File: src/ifu_cfg_pkg.sv
`default_nettype none

package ifu_cfg_pkg;

   // ************************************************************
   // Address and fetch word geometry
   // ************************************************************
   localparam int addr_w   = 32;                   // Byte address width
   localparam int fetch_w  = 64;                   // One bus beat per fetch word
   localparam int parcel_w = 16;                   // RVC parcel size
   localparam int parcels  = fetch_w / parcel_w;   // Parcels in one fetch word
   localparam int ptr_w    = 2;                    // Parcel index, byte address bits 2:1

   // ************************************************************
   // Queue sizing
   // ************************************************************
   localparam int pend_depth = 4;   // Outstanding bus requests
   localparam int fbuf_depth = 4;   // Fetch words waiting for the aligner

   // Boot vector, word aligned
   localparam logic [addr_w-1:0] reset_pc = 32'h0000_1000;

endpackage

`default_nettype wire

File: src/ifu_pkt_pkg.sv
`default_nettype none

package ifu_pkt_pkg;

   import ifu_cfg_pkg::*;

   // ************************************************************
   // Instruction memory bus payloads
   // ************************************************************
   typedef struct packed {
      logic [addr_w-1:0]  addr;   // Word aligned fetch address
   } fetch_req_t;

   typedef struct packed {
      logic [fetch_w-1:0] data;   // Whole fetch word
      logic               err;    // Bus error on this beat
   } fetch_rsp_t;

   // ************************************************************
   // Internal queue entries
   // ************************************************************
   typedef struct packed {
      logic [addr_w-1:ptr_w+1] waddr;   // Word address of the issued request
      logic                    epoch;   // Stream tag at issue time
   } pend_t;

   typedef struct packed {
      logic [fetch_w-1:0]      data;    // Fetch word as returned
      logic [addr_w-1:ptr_w+1] waddr;   // Word address from the pending queue
      logic                    err;     // Whole word faulted
   } fetch_pkt_t;

   // Aligned instruction toward decode
   typedef struct packed {
      logic [31:0]        instr;         // Upper half zero for 2 byte ops
      logic [addr_w-1:0]  pc;            // Byte address of first parcel
      logic               pc4;           // 4 byte instruction
      logic               icaf;          // Access fault
      logic               icaf_second;   // Fault only on the upper half
   } inst_t;

endpackage

`default_nettype wire

File: src/ifu_fifo.sv
`default_nettype none

module ifu_fifo #(
   parameter type T     = logic,
   parameter int  depth = 4
) (
   input  logic                         clk,
   input  logic                         rst_n,
   input  logic                         clear,        // Drop all entries
   input  logic                         push_valid,
   output logic                         push_ready,
   input  T                             push_data,
   output logic                         pop_valid,
   input  logic                         pop_ready,
   output T                             pop_data,
   output logic [$clog2(depth+1)-1:0]   count         // Entries held
);

   T                           mem [depth];   // Payload storage
   logic [$clog2(depth)-1:0]   wr_ptr;        // Next slot to fill
   logic [$clog2(depth)-1:0]   rd_ptr;        // Head slot
   logic                       do_push;
   logic                       do_pop;

   assign push_ready = (int'(count) != depth);   // Room left
   assign pop_valid  = (count != '0);            // Head is live
   assign pop_data   = mem[rd_ptr];              // Head shown without a pop
   assign do_push    = push_valid & push_ready;
   assign do_pop     = pop_valid & pop_ready;

   // ************************************************************
   // Pointers and occupancy
   // ************************************************************
   always_ff @(posedge clk) begin
      if (!rst_n) begin
         wr_ptr <= '0;
         rd_ptr <= '0;
         count  <= '0;
      end else if (clear) begin   // Clear wins over any push or pop
         wr_ptr <= '0;
         rd_ptr <= '0;
         count  <= '0;
      end else begin
         if (do_push) begin
            wr_ptr <= (int'(wr_ptr) == depth - 1) ? '0 : wr_ptr + 1'b1;   // Wrap at depth
         end
         if (do_pop) begin
            rd_ptr <= (int'(rd_ptr) == depth - 1) ? '0 : rd_ptr + 1'b1;
         end
         if (do_push && !do_pop) begin
            count <= count + 1'b1;
         end else if (do_pop && !do_push) begin
            count <= count - 1'b1;
         end
      end
   end

   always_ff @(posedge clk) begin
      if (do_push) begin
         mem[wr_ptr] <= push_data;   // Stale slots are overwritten later
      end
   end

endmodule

`default_nettype wire

File: src/ifu_fetch_ctl.sv
`default_nettype none

module ifu_fetch_ctl (
   input  logic                                       clk,
   input  logic                                       rst_n,
   input  logic                                       flush,        // Redirect pulse
   input  logic [ifu_cfg_pkg::addr_w-1:0]             flush_path,   // Redirect target
   output logic                                       req_valid,
   input  logic                                       req_ready,
   output ifu_pkt_pkg::fetch_req_t                    req,
   input  logic                                       rsp_valid,
   output logic                                       rsp_ready,
   input  ifu_pkt_pkg::fetch_rsp_t                    rsp,
   output logic                                       push_valid,   // To fetch buffer
   output ifu_pkt_pkg::fetch_pkt_t                    push_pkt,
   input  logic [$clog2(ifu_cfg_pkg::fbuf_depth+1)-1:0] buf_count   // Fetch buffer fill
);

   import ifu_cfg_pkg::*;
   import ifu_pkt_pkg::*;

   logic [addr_w-1:ptr_w+1]          fetch_waddr;       // Next word to request
   logic                             epoch;             // Current stream tag
   logic                             run;               // Low until reset is gone
   logic                             credit_ok;
   logic                             req_hs;
   logic                             rsp_hs;
   pend_t                            pend_in;
   pend_t                            pend_head;
   logic                             pend_push_ready;
   logic                             pend_valid;
   logic [$clog2(pend_depth+1)-1:0]  pend_cnt;

   // ************************************************************
   // Request side
   // ************************************************************

   // Every outstanding word must find a buffer slot on return
   assign credit_ok = (int'(pend_cnt) + int'(buf_count)) < fbuf_depth;
   assign req_valid = run & credit_ok & pend_push_ready;
   assign req.addr  = {fetch_waddr, {(ptr_w+1){1'b0}}};   // Word aligned
   assign req_hs    = req_valid & req_ready;

   assign pend_in.waddr = fetch_waddr;   // Remember where the beat belongs
   assign pend_in.epoch = epoch;         // Old tag if issued in the flush cycle

   always_ff @(posedge clk) begin
      if (!rst_n) begin
         fetch_waddr <= reset_pc[addr_w-1:ptr_w+1];
         epoch       <= 1'b0;
         run         <= 1'b0;
      end else begin
         run <= 1'b1;
         if (flush) begin
            fetch_waddr <= flush_path[addr_w-1:ptr_w+1];   // Round down to a word
            epoch       <= ~epoch;                         // Orphan everything in flight
         end else if (req_hs) begin
            fetch_waddr <= fetch_waddr + 1'b1;             // Next 8 bytes
         end
      end
   end

   // Addresses of issued requests in bus order, never flushed
   ifu_fifo #(
      .T     (pend_t),
      .depth (pend_depth)
   ) pend_q (
      .clk        (clk),
      .rst_n      (rst_n),
      .clear      (1'b0),             // Stale beats still arrive
      .push_valid (req_hs),
      .push_ready (pend_push_ready),
      .push_data  (pend_in),
      .pop_valid  (pend_valid),
      .pop_ready  (rsp_valid),        // One entry per response beat
      .pop_data   (pend_head),
      .count      (pend_cnt)
   );

   // ************************************************************
   // Response side
   // ************************************************************
   assign rsp_ready = pend_valid;               // Accept whenever a request is open
   assign rsp_hs    = rsp_valid & rsp_ready;

   // Beats from an older stream are taken off the bus and dropped
   assign push_valid     = rsp_hs & (pend_head.epoch == epoch);
   assign push_pkt.data  = rsp.data;
   assign push_pkt.waddr = pend_head.waddr;
   assign push_pkt.err   = rsp.err;

endmodule

`default_nettype wire

File: src/ifu_aligner.sv
`default_nettype none

module ifu_aligner (
   input  logic                            clk,
   input  logic                            rst_n,
   input  logic                            flush,
   input  logic [ifu_cfg_pkg::addr_w-1:0]  flush_path,
   input  logic                            pop_valid,    // Fetch buffer head live
   output logic                            pop_ready,
   input  ifu_pkt_pkg::fetch_pkt_t         pop_pkt,
   output logic                            inst_valid,
   input  logic                            dec_ready,
   output ifu_pkt_pkg::inst_t              inst
);

   import ifu_cfg_pkg::*;
   import ifu_pkt_pkg::*;

   logic [ptr_w-1:0]     ptr;           // Parcel to use next in the head word
   logic [ptr_w-1:0]     ptr_next;
   logic [ptr_w-1:0]     ptr_inc1;
   logic                 have_left;     // Low half of a split op is held
   logic [parcel_w-1:0]  left_parcel;
   logic [addr_w-1:0]    left_pc;
   logic [parcel_w-1:0]  parcel;        // Parcel at ptr
   logic [parcel_w-1:0]  next_parcel;   // Parcel after it
   logic [addr_w-1:0]    cur_pc;
   logic                 is_long;
   logic                 emit;          // This step yields an instruction
   logic                 save;          // This step parks a low half
   logic                 last;          // Head word is used up
   logic                 slot_free;
   logic                 step;
   inst_t                nxt_inst;

   assign ptr_inc1    = ptr + 1'b1;
   assign parcel      = pop_pkt.data[ptr*parcel_w +: parcel_w];
   assign next_parcel = pop_pkt.data[ptr_inc1*parcel_w +: parcel_w];
   assign cur_pc      = {pop_pkt.waddr, ptr, 1'b0};
   assign is_long     = &parcel[1:0];   // 11 in the low bits means 32 bit op

   // ************************************************************
   // Length decode and fault marking
   // ************************************************************
   always_comb begin
      nxt_inst = '0;
      emit     = 1'b0;
      save     = 1'b0;
      last     = 1'b0;
      ptr_next = ptr;
      if (have_left) begin                        // Upper half is parcel 0 of this word
         emit         = 1'b1;
         nxt_inst.pc  = left_pc;
         nxt_inst.pc4 = 1'b1;
         ptr_next     = ptr_w'(1);
         if (pop_pkt.err) begin
            nxt_inst.instr       = {16'h0, left_parcel};   // Good low half kept
            nxt_inst.icaf        = 1'b1;
            nxt_inst.icaf_second = 1'b1;
         end else begin
            nxt_inst.instr = {pop_pkt.data[parcel_w-1:0], left_parcel};
         end
      end else if (pop_pkt.err) begin
         emit          = 1'b1;                    // Faulted parcel as a 2 byte op
         nxt_inst.pc   = cur_pc;
         nxt_inst.icaf = 1'b1;
         ptr_next      = ptr_inc1;
         last          = (int'(ptr) == parcels - 1);
      end else if (is_long) begin
         if (int'(ptr) == parcels - 1) begin      // Crosses into the next word
            save     = 1'b1;
            last     = 1'b1;
            ptr_next = '0;
         end else begin
            emit           = 1'b1;
            nxt_inst.instr = {next_parcel, parcel};
            nxt_inst.pc    = cur_pc;
            nxt_inst.pc4   = 1'b1;
            ptr_next       = ptr + ptr_w'(2);
            last           = (int'(ptr) == parcels - 2);
         end
      end else begin
         emit           = 1'b1;                   // Compressed
         nxt_inst.instr = {16'h0, parcel};
         nxt_inst.pc    = cur_pc;
         ptr_next       = ptr_inc1;
         last           = (int'(ptr) == parcels - 1);
      end
   end

   // Parking a low half needs no output slot
   assign slot_free = ~inst_valid | dec_ready;
   assign step      = pop_valid & (slot_free | ~emit);
   assign pop_ready = step & last;

   // ************************************************************
   // State update
   // ************************************************************
   always_ff @(posedge clk) begin
      if (!rst_n) begin
         ptr        <= reset_pc[ptr_w:1];
         have_left  <= 1'b0;
         inst_valid <= 1'b0;
      end else if (flush) begin
         ptr        <= flush_path[ptr_w:1];   // May start mid word
         have_left  <= 1'b0;
         inst_valid <= 1'b0;
      end else begin
         if (step) begin
            ptr       <= ptr_next;
            have_left <= save;                // Held half is consumed or replaced
         end
         if (step && emit) begin
            inst_valid <= 1'b1;
         end else if (dec_ready) begin
            inst_valid <= 1'b0;               // Decode took it
         end
      end
   end

   always_ff @(posedge clk) begin
      if (step && save) begin
         left_parcel <= parcel;
         left_pc     <= cur_pc;
      end
      if (step && emit) begin
         inst <= nxt_inst;                    // Holds while decode stalls
      end
   end

endmodule

`default_nettype wire

File: src/ifu_top.sv
`default_nettype none

module ifu_top (
   input  logic                            clk,
   input  logic                            rst_n,
   input  logic                            flush,
   input  logic [ifu_cfg_pkg::addr_w-1:0]  flush_path,
   output logic                            req_valid,
   input  logic                            req_ready,
   output ifu_pkt_pkg::fetch_req_t         req,
   input  logic                            rsp_valid,
   output logic                            rsp_ready,
   input  ifu_pkt_pkg::fetch_rsp_t         rsp,
   output logic                            inst_valid,
   input  logic                            dec_ready,
   output ifu_pkt_pkg::inst_t              inst
);

   import ifu_cfg_pkg::*;
   import ifu_pkt_pkg::*;

   logic                              fb_push_valid;
   fetch_pkt_t                        fb_push_pkt;
   logic                              fb_pop_valid;
   logic                              fb_pop_ready;
   fetch_pkt_t                        fb_pop_pkt;
   logic [$clog2(fbuf_depth+1)-1:0]   fb_count;

   // ************************************************************
   // Fetch control, fetch buffer, aligner
   // ************************************************************
   ifu_fetch_ctl ifc (
      .clk        (clk),
      .rst_n      (rst_n),
      .flush      (flush),
      .flush_path (flush_path),
      .req_valid  (req_valid),
      .req_ready  (req_ready),
      .req        (req),
      .rsp_valid  (rsp_valid),
      .rsp_ready  (rsp_ready),
      .rsp        (rsp),
      .push_valid (fb_push_valid),
      .push_pkt   (fb_push_pkt),
      .buf_count  (fb_count)        // Feeds the credit check
   );

   // Credit check keeps a slot free for every beat, so push_ready stays open
   ifu_fifo #(
      .T     (fetch_pkt_t),
      .depth (fbuf_depth)
   ) fbuf (
      .clk        (clk),
      .rst_n      (rst_n),
      .clear      (flush),          // Old stream words go away
      .push_valid (fb_push_valid),
      .push_ready (),
      .push_data  (fb_push_pkt),
      .pop_valid  (fb_pop_valid),
      .pop_ready  (fb_pop_ready),
      .pop_data   (fb_pop_pkt),
      .count      (fb_count)
   );

   ifu_aligner aln (
      .clk        (clk),
      .rst_n      (rst_n),
      .flush      (flush),
      .flush_path (flush_path),     // Start parcel after a redirect
      .pop_valid  (fb_pop_valid),
      .pop_ready  (fb_pop_ready),
      .pop_pkt    (fb_pop_pkt),
      .inst_valid (inst_valid),
      .dec_ready  (dec_ready),
      .inst       (inst)
   );

endmodule

`default_nettype wire

File: config.mk
export PLATFORM = sky130hd
export DESIGN_NAME = ifu_top
export DESIGN_NICKNAME = d
export VERILOG_FILES = /design/src/ifu_cfg_pkg.sv /design/src/ifu_pkt_pkg.sv /design/src/ifu_fifo.sv /design/src/ifu_fetch_ctl.sv /design/src/ifu_aligner.sv /design/src/ifu_top.sv
export SDC_FILE = /design/constraint.sdc
export NUM_CORES = 1
export LEC_CHECK = 0
export ABC_AREA = 1
export BUFFER_PORTS_ARGS = -buffer_cell sky130_fd_sc_hd__buf_2
export CORE_UTILIZATION = 50
export DETAILED_ROUTE_END_ITERATION = 6
export GPL_ROUTABILITY_DRIVEN = 0
export PLACE_DENSITY = 0.65
export RECOVER_POWER = 100
export SYNTH_ARGS = -nofsm -noshare
export SYNTH_HDL_FRONTEND = slang
export SYNTH_SLANG_ARGS = --single-unit
File: constraint.sdc
create_clock -name clk -period 18.5 [get_ports clk]
set_clock_uncertainty 0.15 [all_clocks]
set_input_delay 2.775 -clock clk [delete_from_list [all_inputs] [get_ports clk]]
set_output_delay 2.775 -clock clk [all_outputs]
set_load 0.05 [all_outputs]
==> summary.txt <==
Worst setup path
  – Required time at the endpoint of the critical path: 18.44 ns
  – Critical path capture point type: flip-flop
  – CP max FO: 60
  – Classification of the worst setup path: reg2reg
  – CP startpoint kind: flip-flop
  – Arrival @ worst endpoint: 9.72 ns

Pwr
  – VDD IR-drop max: 0.0909 mV
  – Power density of the placed cells: 134 nW/µm²
  – Static Leakage: 10.7 nW

Logic synthesis
  – Top cells by instance count after synthesis: edfxtp_1 (609), nand2_1 (469), o21ai_0 (233), nor2_1 (226), nand3_1 (196)
  – Top cells by area in the synthesized netlist: edfxtp_1 (68%), nand2_1 (6.5%), o21ai_0 (4.3%)
  – Cell count after synthesis: 2285
  – Share of synthesized flip-flops with an asynchronous set or reset: 0%
  – Main synth FF type: edfxtp_1
  – Avg Inst Size Synth: 11.9 µm²
  – Share of the yosys chip area belonging to registers: 71.4%
  – Share of the synthesized area in the top cell type: 67.5%
  – Number of enable flip-flop cells after synthesis: 609
  – #FFs+latches synth: 662
  – Post-synthesis cell type with the largest combined area: edfxtp_1
  – Mapped Area: 27100 µm²
  – Count of cell types in the netlist: 47
  – Most instantiated library cell after synthesis: edfxtp_1
  – Number of warnings reported in the yosys synthesis log: 0

Route
  – Count of nets left with antenna violations after detail routing: 0
  – Initial drt markers: 1734
  – Detailed-route wire length: 66100 µm
  – Drt first pass iters: 5
  – Number of vias in the routed layout: 18100
  – Detailed-route DRC error count: 0
  – Avg WL per Cell: 20.7 µm
  – Detail-routed via count per cell: 5.67

Layout
  – Final std cells w/o fill: 3198
  – Area growth from synthesis to layout: 13.0%
  – Layout Cell Area excl Fill: 30600 µm²
  – Fin nets: 2575
  – Final Core Density: 57.7%
  – Share of final-layout standard cells stronger than drive strength 1: 6.74%

Floorplanning
  – Number of top-level pins: 205
  – Standard-cell rows: 84
  – Die ar.: 55100 µm²
  – Core Region: 53100 µm²
  – Starting density of the core: 51.0%
  – Die outline width: 235 µm
  – Die outline height: 235 µm

Clock network
  – CTS H-Tree Depth: 3
  – Clock transition at the register clock pins on the worst setup and hold paths after CTS: 0.06 ns
  – Number of clock sinks: 662
  – TritonCTS clock tree: built
  – Clock Root Buffer: clkbuf_16
  – Number of hold buffers added after CTS: 0
  – Number of clock buffers inserted by TritonCTS: 68
  – Maximum buffer depth of the clock tree: 3
  – Number of setup buffers added after CTS: 0
  – Worst skew pair latency: 0.61 ns
  – Post-cts repair resize count: 0

Global routing
  – GRT overflow: 0
  – Total routing usage reported by global routing: 23.9%
  – Largest net degree at the start of global routing: 87
  – First-pass GRT wire length: 101000 µm
  – Vias in the first global route: 17500
  – Initial antenna violation count: 4

STA
  – RSZ-0062 raised after global routing: false
  – Endpoints failing setup: 0
  – Setup slack after layout: 8.72 ns
  – Post-layout minimum cycle time: 9.78 ns
  – Count of final hold-check violations: 0
  – Worst slew margin relative to its limit: -185%
  – F_max: 102 MHz
  – Share of the clock period used by the worst path: 52.9%
  – Number of pins exceeding their max-slew limit in the final report: 829
  – Slew at the pin closest to its max-slew limit: 4.27 ns
  – Total Neg Setup Slack: 0 ns

Placement
  – Area after DPL: 28500 µm²
  – Total instance count after detailed placement: 3070
  – Worst setup slack before clock tree synthesis: 12.14 ns
  – Half-perimeter wire length after detailed placement: 39900 µm
  – Buffers on Ports: 199

Status
  – Failing checks: max-capacitance violations, max-slew violations
  – Run status: complete, but fails checks

Run
  – Max-capacitance violation count: 18

Min path
  – Classification of the worst-slack hold path: reg2reg
==> logic make-up (layout without fill, tap and decap cells) <==
group           count (synthesis)  after routing  synth area share (%)
buf+inv                       231            449                  3.84
xor+xnor                       22             22                 0.711
flops                         662            662                  71.4
mux                             7              7                 0.259
simple gates                  944            944                  14.5
compound gates                398            398                  8.24
other cells                     1              8                0.0138
fa+ha+maj                      20             20                 0.979
==> placed cells by master, fill, tap and decap left out, drive strengths merged, types with 7 or more instances in the layout <==
| master | Yosys | final |
|---|---|---|
| dfxtp | 53 | 53 |
| mux2i | 7 | 7 |
| nor3 | 17 | 17 |
| edfxtp | 609 | 609 |
| nor2 | 229 | 229 |
| and2 | 9 | 9 |
| bufinv | 0 | 11 |
| nand4 | 8 | 8 |
| a21oi | 30 | 30 |
| nand2 | 472 | 472 |
| o31ai | 17 | 17 |
| o22ai | 77 | 77 |
| a21boi | 10 | 10 |
| ha | 18 | 18 |
| a31oi | 15 | 15 |
| xor2 | 17 | 17 |
| buf | 71 | 47 |
| inv | 95 | 96 |
| clkinv | 2 | 21 |
| o21ai | 234 | 234 |
| clkbuf | 63 | 272 |
| nand3 | 198 | 198 |
==> state kept, by name, summed over array words and instances, names as in the netlist, 3 cells and up, named ones only <==
signal / cells
fbuf.mem: 376
ifc.pend_q.mem: 120
aln.left_parcel: 16
aln.left_pc: 31
fbuf.count: 3
ifc.fetch_waddr: 29
ifc.pend_q.count: 3
aln.inst: 66
==> power by group <==
part	internal, mW	total [mW]	switching [mW]
logic	0.157	0.738	0.580
registers	1.86	1.92	0.0575
clock network	0.881	1.45	0.570
total	2.90	4.11	1.21
==> routing by layer <==
metal | up-vias | GRT usage, % | wire length (µm)
li1 | 8465 | - | -
met1 | 8834 | 33.8 | 29200
met2 | 743 | 37.8 | 30400
met3 | 86 | 4.21 | 5310
met4 | 2 | 7.58 | 1180
met5 | - | 0 | 13
==> stage by stage <==
step           hold WS [ns]  total power, mW
2_1_floorplan         0.308             2.45
3_3_place_gp          0.341             2.67
3_5_place_dp          0.354             2.70
4_1_cts               0.344             4.14
5_1_grt               0.390             4.26
6_report              0.344             4.11
==> path summary, 6_finish.rpt <==
kind	from	endpoint	depth (start not counted)	slack, ns
worst min register to register	aln.left_pc[29]	aln.inst[32]	2	0.34
worst max-delay path	flip-flop	fbuf.mem[1][16]	8	8.72
worst max register to register	flip-flop	fbuf.mem[1][16]	8	8.72
worst min-delay path	aln.left_pc[29]	aln.inst[32]	2	0.34
==> critical path, stage by stage (launching register included) <==
cell and delay (ns):
dfxtp_1 0.30, clkbuf_1 1.02, inv_1 0.90, o21ai_0 0.29
o22a_1 0.17, or2_2 0.10, nand4_1 0.34, nor2_1 2.76
clkbuf_1 3.12
==> cell type report <==
cell class / count / area, µm²
tap: 688 / 861
multi-input combinational: 1395 / 6690
fill: 4352 / 22500
inverter: 97 / 369
antenna: 4 / 10.0
clock inverter: 33 / 473
clock buffer: 91 / 1900
sequential: 662 / 19400
timing repair buffer: 228 / 945
No activity file was read; power rests on OpenSTA's default activity.
